**config.mk**
```make
export PLATFORM = sky130hd
export DESIGN_NAME = word_fifo
export DESIGN_NICKNAME = d
export VERILOG_FILES = /design/src/logic/pixel_readout_pkg.sv /design/src/logic/word_fifo.sv
export SDC_FILE = /design/constraint.sdc
export NUM_CORES = 1
export LEC_CHECK = 0
export ABC_AREA = 1
export BUFFER_PORTS_ARGS = -buffer_cell sky130_fd_sc_hd__buf_2
export CAP_MARGIN = 20
export CORE_MARGIN = 3
export CORE_UTILIZATION = 45
export DETAILED_ROUTE_END_ITERATION = 12
export PLACE_DENSITY = 0.65
export SLEW_MARGIN = 20
export SYNTH_ARGS = -nofsm -noshare
export SYNTH_HDL_FRONTEND = slang
export SYNTH_SLANG_ARGS = --single-unit
```
**constraint.sdc**
```tcl
create_clock -name i_bus_clk -period 5.25 [get_ports i_bus_clk]
set_input_delay 0.7875 -clock i_bus_clk [delete_from_list [all_inputs] [get_ports i_bus_clk]]
set_output_delay 0.7875 -clock i_bus_clk [all_outputs]
set_load 0.03 [all_outputs]
```
**src/logic/pixel_readout_pkg.sv**
```systemverilog
/* Word format, source tags and register map shared by the readout data path.
   Modules import it inside their bodies and use scoped names in port lists. */
package pixel_readout_pkg;

    // tagged 32-bit readout word
    typedef struct packed {
        logic [3:0]  tag;
        logic [27:0] payload;
    } data_word_t;

    // source identifiers in the top nibble
    localparam logic [3:0] TAG_SR  = 4'd1;
    localparam logic [3:0] TAG_TDC = 4'd4;

    // serial bits per pixel shift-register frame
    localparam int SR_BITS = 24;

    // register offsets from the base address
    localparam logic [15:0] REG_CTRL   = 16'd0;
    localparam logic [15:0] REG_LOST   = 16'd1;
    localparam logic [15:0] REG_STATUS = 16'd2;

    // source enables, bit 0 is the serial receiver
    typedef struct packed {
        logic tdc_en;
        logic sr_en;
    } ctrl_t;

endpackage

```
**src/logic/word_fifo.sv**
```systemverilog
/* Synchronous first-word-fall-through FIFO of readout words. The head word is
   shown on o_data whenever o_empty is low; a push into a full FIFO is dropped. */
`timescale 1ns/1ps

module word_fifo #(
    parameter  int DEPTH = 4,
    localparam int CNT_W = $clog2(DEPTH + 1)
) (
    input  logic                             i_bus_clk,
    input  logic                             i_rst,
    input  logic                             i_push,
    input  pixel_readout_pkg::data_word_t    i_data,
    input  logic                             i_pop,
    output pixel_readout_pkg::data_word_t    o_data,
    output logic                             o_empty,
    output logic                             o_full,
    output logic [CNT_W-1:0]                 o_count,
    output logic                             o_drop
);
    import pixel_readout_pkg::*;

    localparam int PTR_W = (DEPTH > 1) ? $clog2(DEPTH) : 1;

    data_word_t       mem [DEPTH];
    logic [PTR_W-1:0] wr_ptr;
    logic [PTR_W-1:0] rd_ptr;
    logic             wr_en;
    logic             rd_en;

    function automatic logic [PTR_W-1:0] next_ptr(input logic [PTR_W-1:0] ptr);
        return (ptr == PTR_W'(DEPTH - 1)) ? '0 : ptr + 1'b1;
    endfunction

    assign o_empty = (o_count == '0);
    assign o_full  = (o_count == CNT_W'(DEPTH));
    assign wr_en   = i_push && !o_full;
    assign rd_en   = i_pop && !o_empty;
    assign o_drop  = i_push && o_full;
    assign o_data  = mem[rd_ptr];

    always_ff @(posedge i_bus_clk) begin
        if (i_rst) begin
            wr_ptr  <= '0;
            rd_ptr  <= '0;
            o_count <= '0;
        end else begin
            if (wr_en) wr_ptr <= next_ptr(wr_ptr);
            if (rd_en) rd_ptr <= next_ptr(rd_ptr);
            if (wr_en && !rd_en) begin
                o_count <= o_count + 1'b1;
            end else if (rd_en && !wr_en) begin
                o_count <= o_count - 1'b1;
            end
        end
    end

    always_ff @(posedge i_bus_clk) begin
        if (wr_en) mem[wr_ptr] <= i_data;
    end

    // readers must only pop a word they can see
    a_no_pop_empty: assert property (@(posedge i_bus_clk) disable iff (i_rst)
        i_pop |-> !o_empty)
        else $error("pop from empty word FIFO");

endmodule

```
* After elaboration in Yosys (flattened, before gate mapping)
Memory sizes are Yosys's and may differ from the RTL's. A register that Yosys moved wholly into a read port is not among the register bits.
Index checks and enable logic that the tools add are counted.
** Word-level totals
- Register bits after elaboration :: 7
- Bits in latches :: 0
- RAM bits :: 128
- Memory bits (read-only) :: 0
- Output and inout bits :: 38
- Word-level logic and storage cells :: 30
- Memories :: 1
** Operators by class
- Add/subtract/negate cells :: 4
- $mul :: 0
- Divide/modulo/power cells :: 0
- $lt $le $gt $ge :: 0
- Equality and inequality tests :: 3
- Shift-type cells :: 0
- Muxes and demuxes :: 8
- Bitwise operators :: 0
- Reductions and logical operators :: 11
** Memories
- mem :: words 4, bits a word 32, read ports 1, clocked after memory_dff 1, wr ports 1, RTL line word_fifo.sv:24 : data_word_t mem [DEPTH];
** Operators by type and width (number)
- 2-to-1 mux 2 bit :: 4
- 2-to-1 mux 3 bit :: 2
- logical AND 1 bit :: 5
- adder 2 x 1 -> 2 bit (second input constant) :: 2
- equality test 2 bit (second input constant) :: 2
- zero test 1 bit :: 4
- adder 3 x 1 -> 3 bit (second input constant) :: 1
- equality test 3 bit (second input constant) :: 1
- zero test 3 bit :: 1
- subtractor 3 x 1 -> 3 bit (second input constant) :: 1
- 2-to-1 mux 1 bit :: 2
- nonzero test 2 bit :: 1

* Depth between registers and ports, before layout
Gate-level depths: netlist of run 1.
- Word-level depth :: 7
- Depth in mapped cells :: 13
- Depth with buffers taken out :: 13

* Worst setup path before layout of run 1
OpenSTA, ideal clock, no wires.
- Path kind :: reg-to-reg
- From :: reg o_count[0]
- To :: mem mem[3][0] (netlist bit), enable pin
- Library setup time :: 0.421 ns
- Data arrival time :: 2.239 ns
- Data required time :: 4.829 ns
- Slack :: 2.590 ns
- Cell stages (with the launch flop) :: 5
- Path buffers :: 0
- Period minus slack after synthesis :: 2.660 ns
- Path through :: dfxtp_1 > nor2_2 > nand2_2 > nand2_2 > nor2_1
** On the way
- Cells in the longest elaborated chain, start to end :: 5
** Ends and longest elaborated chain
- from (decl) :: RTL line word_fifo.sv:17 : output logic [CNT_W-1:0] o_count,
- from (signal assigned) :: RTL line word_fifo.sv:50 : o_count <= o_count + 1'b1;
- from (signal assigned) :: RTL line word_fifo.sv:52 : o_count <= o_count - 1'b1;
- equality test 3 bit :: RTL line word_fifo.sv:35 : assign o_full = (o_count == CNT_W'(DEPTH));
- zero test 1 bit :: RTL line word_fifo.sv:36 : assign wr_en = i_push && !o_full;
- logical AND 1 bit :: RTL line word_fifo.sv:36
- 2-to-1 mux 1 bit :: RTL line word_fifo.sv:58 : if (wr_en) mem[wr_ptr] <= i_data;
- 2-to-1 mux 1 bit (not written as such) :: RTL line word_fifo.sv:58
- to (decl) :: RTL line word_fifo.sv:24
Every way passes these cells.

==> flow_results.org, run 1 <==
** Outcome
- The run finished with clean final reports.

** Pwr
- In this run switching power makes up 35.8% of total power.
- For this design the total switching power over the nets is 1.34 mW.
- Max IR drop VDD :: 0.000302 V
- Sequential power share :: 38.3%
- Clock group share of total power :: 32.0%
- In this run the power density over the cells is 586 nW/um^2.
- Relative contribution of combinational cells to total power :: 29.6%
- The analysis attributes to cell leakage a power of 2.33 nW.
- Internal power :: 2.39 mW

** Yosys
- By area the synthesized netlist is led by sky130_fd_sc_hd__edfxtp_1 73%, sky130_fd_sc_hd__nor2_1 5.7%, sky130_fd_sc_hd__o22ai_1 3.8%, sky130_fd_sc_hd__o21ai_0 3.5%, sky130_fd_sc_hd__dfxtp_1 3.4%.
- Area fraction in compound gates after synthesis :: 10.1%
- Synthesized area divided by synthesized cell count :: 13.9 sq um
- Synthesized netlist net count :: 425
- Yosys warns :: 0
- The synthesized netlist contains 23 unique library cells.
- Summing the areas of all and, or, nand and nor instances in the mapped netlist gives 7.45% of the synthesized area.
- Sequential cells were found to cover 76.0% of the synthesized design area.
- Synthesized instance count :: 382
- In this run the biggest area consumer among cell types represents 72.6% of the synthesized area.
- By area, the combinational part of the netlist is dominated by compound AO/OA/AOI/OAI gates.
- Share of synthesized cell area in full adder, half adder and majority cells :: 1.80%
- Fraction of synthesized cell area in xor and xnor cells :: 0.165%
- Measured against the total synthesized area, the mux share comes to 0%.
- After synthesis the cells add up to 5290 sq um.
- Number of synthesized register bits :: 137
- Post-synth top area cell :: sky130_fd_sc_hd__edfxtp_1

** Layout
- Final net count :: 501
- Filler Cell Count :: 880
- Commonest non-fill, non-tap cell in the layout :: sky130_fd_sc_hd__edfxtp_1
- Combined area of the multi-input logic cells :: 1060 sq um
- Antenna cells :: 0
- Area delta synth->final :: 20.3%
- Most frequent cells in the layout :: 128 x sky130_fd_sc_hd__edfxtp_1, 77 x sky130_fd_sc_hd__nor2_1, 73 x sky130_fd_sc_hd__buf_2
- Area of all sequential standard cells :: 4030 sq um
- Share of post-route cells with drive strength above 1 :: 24.6%

** CTS
- H-Tree Level Count :: 4
- In this run the clock root is driven by a sky130_fd_sc_hd__clkbuf_16.
- The number of gates resized after CTS was 0.
- The clock passes through at most 2 buffers.
- TritonCTS clock tree :: done
- Hold repair after CTS inserted 0 buffers.
- After clock tree synthesis, the setup repair step added 0 buffers.
- Clock tree synthesis inserted a total of 17 buffers.
- Clock transition at the register clock pins on the worst setup and hold paths after CTS :: 0.06 ns
- The clock reaches the later pin of the worst-skew pair after 0.41 ns.
- # clock sinks :: 137

** Detailed routing
- For this run, design rule violations remaining after detail routing come to 0.
- Using the TritonRoute via totals, the vias-per-cell ratio works out to 5.29.
- Via total after detailed routing :: 3230
- Number of violations reported at the end of detailed-routing iteration 0 :: 297
- Pre-antenna DRT Iters :: 4
- Post-DRT Antenna Nets :: 0
- Average routed wire per standard cell :: 17.0 microns
- Wire length reported by the detailed router :: 10.4 mm

** Die
- From bottom edge to top edge, the die measures 114 microns.
- The floorplan has 38 rows.
- The floorplan step set the die width to 114 microns.
- Area of the die :: 13100 sq um
- The region available for standard cell placement spans 11200 sq um.
- Initial cell density of the core :: 47.4%
- I/O pin total :: 74

** Setup path
- FF-to-FF path depth :: 4
- At the worst endpoint, the required time is 4.46 ns.
- Kind of critical path :: register to output port
- The worst setup path is launched from a register.
- STA puts the critical path data arrival time at 2.05 ns.
- Register-to-Register Setup Slack :: 3.18 ns
- Endpoint of the worst register-to-register path :: mem[2][23]$_DFFE_PP_
- Along the worst path, the maximum fanout reaches 65.
- The startpoint identified for the worst register-to-register timing path is o_count[0]$_SDFFE_PP0P_.
- Endpoint type of the worst setup path :: output port

** Placement
- Count of buffers from port buffering :: 73
- Post-detailed-placement half-perimeter wirelength :: 5.52 mm
- Setup WS pre-CTS :: 2.37 ns
- The congestion estimate from routability-driven global placement came to 0.710.

** Hold path
- The path with the worst hold slack has its endpoint at o_count[0]$_SDFFE_PP0P_.
- The tightest min-delay check is of the input pin to register type.
- Hold_sp :: i_rst
- Cell depth of the worst hold path :: 2

** Run
- Max-Cap Viols :: 0

** Timing
- Fmax :: 0.352 GHz
- Final hold analysis gives a worst-case slack of 0.543 ns.
- Worst-Margin Slew :: 1.07 ns
- Final critical delay including setup and external delays :: 2.84 ns
- The worst pin sits at a relative slew slack of 28.3%.
- The count of pins over their slew limit was 0.
- The number of endpoints with negative hold slack in the final report is 0.
- Least setup slack across all paths after layout :: 2.41 ns
- Final setup skew :: 0.0102 ns
- After routing, the total negative slack on setup checks comes to 0 ns.
- Of the available clock period, the critical path in the final layout requires 54.1%.
- RSZ-0062 raised after global routing :: no
- Setup violations remaining at the end of the flow were counted as 0.

** Global route
- Wire length of the first global-routing pass :: 16.3 mm
- GRT Util Overall :: 16.5%
- Vias in the first global route :: 3173
- The initial antenna violation count came to 0.
- The total overflow left after global routing is 0.
- Entering global routing, the biggest net connects 66 pins.
==> metrics by stage <==
step                cells  utilization [%]  total power [mW]  cell area [sq um]
global placement      577             51.2              2.53               5720
global route          611             57.0              3.91               6370
finish                611             57.0              3.73               6370
detailed placement    577             51.2              2.55               5720
floorplan             382                -              2.26               5290
CTS                   609             56.5              3.74               6320
==> worst max-delay path, stage by stage (launching register included) <==
cell and delay (ns):
sky130_fd_sc_hd__dfxtp_4 0.79, sky130_fd_sc_hd__inv_8 0.29, sky130_fd_sc_hd__o21ai_1 0.22, sky130_fd_sc_hd__o22ai_1 0.11
sky130_fd_sc_hd__buf_2 0.20
==> per-layer routing <==
layer  global-route usage (%)  vias to the layer above  part of all wire, %
met5                        0                        -                    0
met2                     26.1                       95                   49
met4                     6.25                        0                  1.7
met1                     21.5                     1566                   44
met3                     5.18                       15                  6.0
li1                         -                     1554                    -
==> state kept, by name, summed over array words and instances, names as in the netlist, named ones only <==
name and count:
mem 128, o_count 3, rd_ptr 2, wr_ptr 2
==> synth_stat cells <==
library cell	instances
sky130_fd_sc_hd__inv_2	1
sky130_fd_sc_hd__nand2_2	2
sky130_fd_sc_hd__nand3b_1	2
sky130_fd_sc_hd__buf_6	9
sky130_fd_sc_hd__nor2_1	81
sky130_fd_sc_hd__buf_2	6
sky130_fd_sc_hd__ha_1	6
sky130_fd_sc_hd__inv_1	17
sky130_fd_sc_hd__a21oi_1	2
sky130_fd_sc_hd__buf_4	3
sky130_fd_sc_hd__fa_1	1
sky130_fd_sc_hd__clkbuf_1	1
sky130_fd_sc_hd__inv_8	1
sky130_fd_sc_hd__nand2_1	12
sky130_fd_sc_hd__nor2_2	1
sky130_fd_sc_hd__edfxtp_1	128
sky130_fd_sc_hd__o22ai_1	32
sky130_fd_sc_hd__dfxtp_1	9
sky130_fd_sc_hd__nand4_1	1
sky130_fd_sc_hd__nand3_1	1
sky130_fd_sc_hd__o21ai_1	28
sky130_fd_sc_hd__xor2_1	1
sky130_fd_sc_hd__o21ai_0	37
==> power by group through the flow <==
stage | Clock, mW | Combinational (mW) | Sequential (mW)
final | 1.19 | 1.11 | 1.43
after global routing | 1.26 | 1.20 | 1.45
after detailed placement | 0 | 1.10 | 1.45
after global placement | 0 | 1.08 | 1.45
after floorplan | 0 | 0.846 | 1.42
after CTS | 1.21 | 1.11 | 1.43
==> worst max-delay path by stage <==
stage	startpoint	to	slack (ns)
floorplan	o_count[0]$_SDFFE_PP0P_	mem[3][0]$_DFFE_PP_	2.59
global placement	register	o_data[22]	2.44
detailed placement	register	o_data[11]	2.37
CTS	register	o_data[11]	1.95
global route	register	o_data[21]	2.21
finish	register	o_data[27]	2.41
==> kinds of logic (layout without fill, tap and decap cells) <==
| logic type | count (synthesis) | in the layout |
|---|---|---|
| AOI/OAI and AO/OA | 99 | 99 |
| DFF | 137 | 137 |
| buffers and inverters | 38 | 127 |
| and+or+nand+nor | 100 | 100 |
| adders and majority gates | 7 | 7 |
| xor gates and xnor gates | 1 | 1 |
==> cell type report <==
cell class | instances | share of cell area (%)
multi-input cells | 207 | 16.7
well taps | 140 | 2.75
repair buffers | 76 | 6.60
flip-flops and latches | 137 | 63.3
clock buffers | 18 | 6.74
inverters | 19 | 1.24
clock inverters | 14 | 2.71
Power figures use the tool's default switching activity.
==> run 2: changes to the inputs <==
clock period = 2.7 ns   (was 5.25 ns; I/O delays follow)
==> run 2 against run 1 <==
Sequential power is 91% higher. Via count is 0.96% higher. Non-clock buffer count is 6 higher. Critical path depth stayed put. Routed wire length is 0.63% higher. Worst hold slack worse by 0.37 ns. Largest cell class unchanged.
==> flow_results.org, run 2 (synthesis results as in run 1) <==
** Global route
- Vias in the first global route :: 3187
- Initial antenna violation count :: 0
- Total congestion overflow after global routing :: 0
- For this run, the total global-route usage over all layers was measured as 17.1%.
- Wire length of the first global-routing pass :: 16.6 mm
- Entering global routing, the biggest net connects 65 pins.

** Placement
- Routability-driven placement finished with a final weighted congestion of 0.751.
- Cell area after placement :: 5790 sq um
- Detailed placement finished with a half-perimeter wire length of 6.06 mm.
- During placement, the flow inserted port buffers numbering 73.

** CTS
- At the later pin of the worst-skew pair, clock insertion delay measures 0.41 ns.
- In this run, post-CTS hold repair placed 0 buffers.
- Clock transition at the register clock pins on the worst setup and hold paths after CTS :: 0.05 ns
- TritonCTS clock tree :: done
- Clock buffer count from CTS :: 17
- H-Tree Level Count :: 4
- The clock net in this run drives a total of 137 sinks.
- CTS resizes :: 0
- Post-CTS Repair Setup Buffers :: 0
- Clock Root Buffer :: sky130_fd_sc_hd__clkbuf_16
- Largest buffer count on any clock path :: 2

** Layout
- In the final layout, the registers with the most flip-flops are mem (128), o_count (3).
- Layout Cell Area excl Fill :: 6360 sq um
- Compared with the post-synthesis result, the final layout area differs by 20.1%.
- Filler Cell Count :: 903
- Cells with a size suffix above 1 make up 24.3% of the layout.
- Leaving out fill and tap cells, the most frequent cell in the layout is sky130_fd_sc_hd__edfxtp_1.
- Registers take 4030 sq um.
- Combined area of the multi-input logic cells :: 1060 sq um
- Number of flip-flops in the largest register :: 128
- After the last flow step, the layout net total stands at 507.
- Leaving out fill and tap cells, the most frequent cells in the layout are 128 x sky130_fd_sc_hd__edfxtp_1, 77 x sky130_fd_sc_hd__nor2_1, 73 x sky130_fd_sc_hd__buf_2.
- Register bank with the most flops :: mem
- 0 antenna diodes ended up in the layout.
- Fraction of the core area covered by cells at the end of the flow :: 56.9%

** Setup path
- Destination of the critical timing path :: o_data[9]
- Data required time of the critical path :: 2.30 ns
- Traced cell by cell, the critical path runs through buf_12 -> o21ai_0 -> o22ai_1 -> buf_2.
- Beginning of the worst register-to-register path :: o_count[0]$_SDFFE_PP0P_
- Sort of element at the start of the critical path :: register
- The number of cells on the worst reg-to-reg path is 13.
- For this run, the slowest stage of the critical path takes 0.73 ns.
- Endpoint type of the worst setup path :: output port
- The critical path contains buffers and inverters numbering 2 combined.
- The worst register-to-register path ends at o_count[2]$_SDFFE_PP0P_.
- Slowest cell on the critical path :: sky130_fd_sc_hd__dfxtp_2
- Register-to-Register Setup Slack :: 0.73 ns
- Top cell family by delay on the critical path :: flip-flops
- Critical-path maximum fanout :: 36
- The critical path runs through a total of 4 cells.
- Arrival time reported for the critical path endpoint :: 1.99 ns
- The worst setup path is of the register to output port kind.

** Die
- CORE AREA :: 11200 sq um
- The die is 114 microns tall.
- Initial cell density of the core :: 47.4%
- The die covers 13100 sq um.
- Placement row count :: 38
- Die width :: 114 microns
- Pin placement for this block handled 74 I/O pins.

** Detailed routing
- For this block, the routed nets add up to 10.5 mm of wire.
- DR DRC count :: 0
- Average routed wire per standard cell :: 16.9 microns
- In the routed layout, each cell is associated on average with a via count of 5.29.
- In this run the remaining antenna-violating nets after routing total 0.
- Via total after detailed routing :: 3261
- In this run, the number of DRC markers left after iteration 0 of detailed routing was 306.
- For this run, the detailed router's first-pass iteration total came to 4.

** Pwr
- Static power due to leakage :: 2.35 nW
- Internal power :: 4.65 mW
- Power per Cell Area :: 1130 nW/um^2
- Share of total power consumed by net switching :: 35.1%
- The share of total power dissipated in sequential elements is 38.1%.
- Clock group share of total power :: 31.0%
- Max IR drop VDD :: 0.000734 V
- For this design the total switching power over the nets is 2.52 mW.
- Relative contribution of combinational cells to total power :: 30.9%

** Timing
- Between clock sinks in the finished design, the worst skew comes to 0.00524 ns.
- RSZ-0062 raised after global routing :: no
- For the pin with the worst max-slew slack, the measured transition is 0.649 ns.
- Setup violations remaining at the end of the flow were counted as 0.
- Final critical delay including setup and external delays :: 2.39 ns
- Of the available clock period, the critical path in the final layout requires 88.6%.
- In this run the tightest slew margin relative to its limit is 56.6%.
- The count of pins over their slew limit came to 0.
- Fmax :: 0.418 GHz
- On the final layout, the worst hold slack is 0.169 ns.
- Total Negative Setup Slacks :: 0 ns
- The number of endpoints with negative hold slack in the final report came to 0.

** Hold path
- Hold WC Path Type :: input pin to register
- In this run the most critical hold path is launched from i_rst.

** Outcome
- The flow ran to the end, and the final reports show no timing, DRC or antenna violations.

** Run
- Across the run, the number of max-cap violations was 0.
[run 2: changes by cell type in the layout (fill, tap and decap cells not counted), moves of 2 or more]
cell	delta
sky130_fd_sc_hd__clkinv_2	+2
sky130_fd_sc_hd__clkinvlp_4	-4
sky130_fd_sc_hd__clkbuf_1	+3
sky130_fd_sc_hd__clkinv_4	-2
sky130_fd_sc_hd__inv_6	-2
sky130_fd_sc_hd__buf_4	+7
sky130_fd_sc_hd__clkinv_1	+3
[run 2: metal layers]
| metal | vias to the layer above | track usage (%) | share of wire [%] |
|---|---|---|---|
| li1 | 1567 | - | - |
| met1 | 1580 | 21.7 | 43 |
| met2 | 98 | 26.7 | 49 |
| met3 | 16 | 5.97 | 6.1 |
| met4 | 0 | 7.44 | 2.0 |
| met5 | - | 0 | 0 |
[run 2: worst reg2reg max path, cell delays in order, from the launching register on]
cell and delay, ns:
sky130_fd_sc_hd__dfxtp_1 0.44, sky130_fd_sc_hd__nor2_2 0.08, sky130_fd_sc_hd__nand2_2 0.11, sky130_fd_sc_hd__nand2_2 0.18, sky130_fd_sc_hd__inv_1 0.10, sky130_fd_sc_hd__ha_1 0.17, sky130_fd_sc_hd__inv_1 0.07, sky130_fd_sc_hd__fa_1 0.38
sky130_fd_sc_hd__inv_1 0.07, sky130_fd_sc_hd__nand2_1 0.06, sky130_fd_sc_hd__nand3_1 0.08, sky130_fd_sc_hd__nand2_1 0.05, sky130_fd_sc_hd__inv_1 0.04, sky130_fd_sc_hd__nor2_1 0.03
[run 2: stage by stage]
step / setup slack [ns] / power [mW] / cells
5_1_grt: 0.107 / 7.54 / 617
3_3_place_gp: 0.755 / 4.95 / 585
4_1_cts: 0.274 / 7.24 / 617
3_5_place_dp: 0.726 / 5.01 / 585
2_1_floorplan: 0.0397 / 4.40 / 382
6_report: 0.307 / 7.16 / 617
[run 2: final cells by class]
type,instances,area share (%)
Sequential cell,137,63.3
Tap cell,140,2.76
Clock buffer,21,6.93
Clock inverter,11,2.03
Timing Repair Buffer,82,7.01
Multi-Input combinational cell,207,16.7
Inverter,19,1.24
[run 2: how the worst min path moves through the flow]
| stage | to | slack [ns] | cells past startpoint |
|---|---|---|---|
| after floorplan | o_count[0]$_SDFFE_PP0P_ | 0.48 | 1 |
| after global placement | rd_ptr[1]$_SDFFE_PP0P_ | 0.51 | 2 |
| after detailed placement | rd_ptr[1]$_SDFFE_PP0P_ | 0.52 | 2 |
| after CTS | o_count[0]$_SDFFE_PP0P_ | 0.14 | 2 |
| after global routing | o_count[0]$_SDFFE_PP0P_ | 0.16 | 2 |
| final | o_count[0]$_SDFFE_PP0P_ | 0.17 | 2 |
[run 2: power groups by stage]
stage / clock [mW] / combinational [mW] / sequential, mW
after CTS: 2.26 / 2.24 / 2.73
after global routing: 2.37 / 2.42 / 2.76
after detailed placement: 0 / 2.23 / 2.77
after global placement: 0 / 2.19 / 2.76
after floorplan: 0 / 1.64 / 2.75
final: 2.22 / 2.21 / 2.73
==> run 3: changes to the inputs <==
CORE_MARGIN = unset   (was 3)
MAX_ROUTING_LAYER = met4   (was unset)
==> run 3 against run 2 <==
Sequential power is essentially flat. Critical path depth is the same. Flip-flop and latch count is the same. Global-route usage grew 0.85 points. Critical endpoint is now o_data[24]. Highest routed layer unchanged. Fmax grew 0.96%. Sequential share of layout area shrank 0.29 points. Clock skew is essentially flat.
==> flow_results.org, run 3 (synthesis results as in run 1) <==
** Layout
- The top cell types in the final layout, fill and taps aside, are 128 x sky130_fd_sc_hd__edfxtp_1, 77 x sky130_fd_sc_hd__nor2_1, 73 x sky130_fd_sc_hd__buf_2.
- Leading registers by flop count :: mem (128), o_count (3)
- More flip-flops sit in one register than any other, and that register is mem.
- For this run, the post-layout net count is 504.
- Share of post-route cells with drive strength above 1 :: 24.1%
- Number of cells in the finished layout apart from fillers :: 617
- Antenna cells :: 0
- Commonest non-fill, non-tap cell in the layout :: sky130_fd_sc_hd__edfxtp_1
- Area delta synth->final :: 20.6%
- The register with the most flip-flops in the layout has 128 of them.
- Layout Cell Area excl Fill :: 6390 sq um

** Detailed routing
- In the routed design, unresolved DRC markers number 0.
- The detailed router finished its first iteration with 259 violations.
- Average routed wire per standard cell :: 16.6 microns
- Wire length reported by the detailed router :: 10.2 mm
- After detailed routing, the number of vias per cell comes to 5.22.
- The detail route stage leaves a number of antenna-violating nets equal to 0.
- Pre-antenna DRT Iters :: 4
- Via total after detailed routing :: 3218

** Setup path
- On the critical path, the stage with the largest delay is an instance of sky130_fd_sc_hd__dfxtp_2.
- Cell depth of the worst setup path :: 4
- Of all nets on the critical path, the largest fanout is 40.
- On the worst path, the slowest cell contributes a delay of 0.68 ns.
- Kind of critical path :: register to output port
- At the worst endpoint, the arrival time is 1.96 ns.
- Data on the critical path is required at its endpoint by 2.30 ns.
- The worst register-to-register path has a setup slack of 0.76 ns.
- The signal on the critical path passes through buf_12 -> o21ai_0 -> o22ai_1 -> buf_2.
- The worst setup path is captured at an output port.
- Together, buffers and inverters on the worst path number 2.
- The worst register-to-register path has a depth of 9.
- On the critical path the largest part of the delay comes from flip-flops.
- Destination of the critical timing path :: o_data[24]
- Beginning of the worst register-to-register path :: o_count[0]$_SDFFE_PP0P_
- The endpoint identified for the worst register-to-register timing path is o_count[1]$_SDFFE_PP0P_.
- Sort of element at the start of the critical path :: register

** CTS
- H-Tree Level Count :: 4
- For this design, the sink count on the clock tree is 137.
- After clock tree synthesis, the setup repair step added 0 buffers.
- TritonCTS clock tree :: done
- Clock buffer count from CTS :: 17
- Largest buffer count on any clock path :: 2
- After clock tree synthesis, the clock-pin slew on the worst setup and hold paths is 0.05 ns.
- Clock Root Buffer :: sky130_fd_sc_hd__clkbuf_16
- Insertion delay to the later sink of the worst-skew pair :: 0.41 ns
- Post-CTS Hold Buffers :: 0
- Gates resized during post-CTS repair numbered 0.

** Hold path
- The path class of the tightest hold or removal check is input pin to register.
- The worst hold path begins at i_rst.

** Run
- Max-Cap Viols :: 0

** Pwr
- The analysis attributes to cell leakage a power of 2.35 nW.
- Combinational logic burns 30.5% of the power.
- The share of total power dissipated in sequential elements is 37.6%.
- Max IR drop VDD :: 0.000552 V
- Clock group share of total power :: 31.9%
- For this design the ratio of total power to cell area is 1130 nW/um^2.
- Internal power :: 4.74 mW
- Total power consumption of the routed design :: 7.25 mW
- Share of total power consumed by net switching :: 34.6%
- Sw power :: 2.51 mW

** Timing
- Final critical delay including setup and external delays :: 2.37 ns
- Pins over their slew limit :: 0
- Number of endpoints failing setup at the final stage :: 0
- Final setup skew :: 0.00548 ns
- RSZ-0062 raised after global routing :: no
- Timing would allow up to 0.422 GHz.
- Hold Worst Slack :: 0.165 ns
- The worst path uses 87.8% of the clock period.
- For the pin with the worst max-slew slack, the measured transition is 0.611 ns.
- The worst pin sits at a relative slew slack of 59.2%.
- In the final timing run, aggregate negative setup slack is 0 ns.
- The number of endpoints with negative hold slack in the final report came to 0.

** Outcome
- Result of the run :: finished clean

** Placement
- Post-detailed-placement half-perimeter wirelength :: 5.60 mm
- During placement, the flow inserted port buffers numbering 73.
- Routability-driven placement finished with a final weighted congestion of 0.730.
- After detailed placement, the total cell area comes to 5790 sq um.
- Placed Instances :: 585

** Global route
- Vias in the first global route :: 3052
- Entering global routing, the biggest net connects 65 pins.
- The first global-routing pass estimated 15.9 mm of wire.
- For this run the aggregate overflow at the end of global routing stands at 0.
- The initial antenna violation count is 0.
- For this run, the total global-route usage over all layers was measured as 18.0%.

** Die
- Initial cell density of the core :: 46.4%
- CORE AREA :: 11400 sq um
- Area of the die :: 12200 sq um
- From bottom edge to top edge, the die measures 110 microns.
- Die width :: 110 microns
- The floorplan has 39 rows.
- I/O pin total :: 74
run 3: power groups by stage:
stage / registers, mW / logic (mW) / clock network (mW)
after floorplan: 2.75 / 1.64 / 0
after global placement: 2.76 / 2.21 / 0
after detailed placement: 2.77 / 2.23 / 0
after CTS: 2.73 / 2.24 / 2.35
after global routing: 2.75 / 2.40 / 2.44
final: 2.72 / 2.21 / 2.32
run 3: final cells by class:
cell class,instances,area [sq um]
repair buffers,79,448
flip-flops and latches,137,4030
well taps,143,179
fillers,947,5030
clock inverters,12,155
multi-input cells,207,1060
clock buffers,20,437
inverters,19,78.8
run 3: per-layer routing:
| metal | share of wire [%] | routed length (microns) | global-route usage [%] |
|---|---|---|---|
| met5 | 0 | 0 | - |
| met4 | 0.96 | 98 | 6.76 |
| met2 | 50 | 5070 | 27.7 |
| met1 | 45 | 4580 | 22.6 |
| met3 | 4.8 | 488 | 5.16 |
run 3: how the worst min path moves through the flow:
stage / to / slack (ns) / cells after the start
2_1_floorplan: o_count[0]$_SDFFE_PP0P_ / 0.48 / 1
3_3_place_gp: rd_ptr[1]$_SDFFE_PP0P_ / 0.52 / 2
3_5_place_dp: rd_ptr[1]$_SDFFE_PP0P_ / 0.53 / 2
4_1_cts: o_count[0]$_SDFFE_PP0P_ / 0.15 / 2
5_1_grt: o_count[0]$_SDFFE_PP0P_ / 0.17 / 2
6_report: o_count[0]$_SDFFE_PP0P_ / 0.16 / 2
run 3: stage by stage:
stage	worst slack [ns]	utilization, %
2_1_floorplan	0.0397	-
3_3_place_gp	0.780	50.7
3_5_place_dp	0.724	50.7
4_1_cts	0.284	55.9
5_1_grt	0.178	55.9
6_report	0.330	55.9
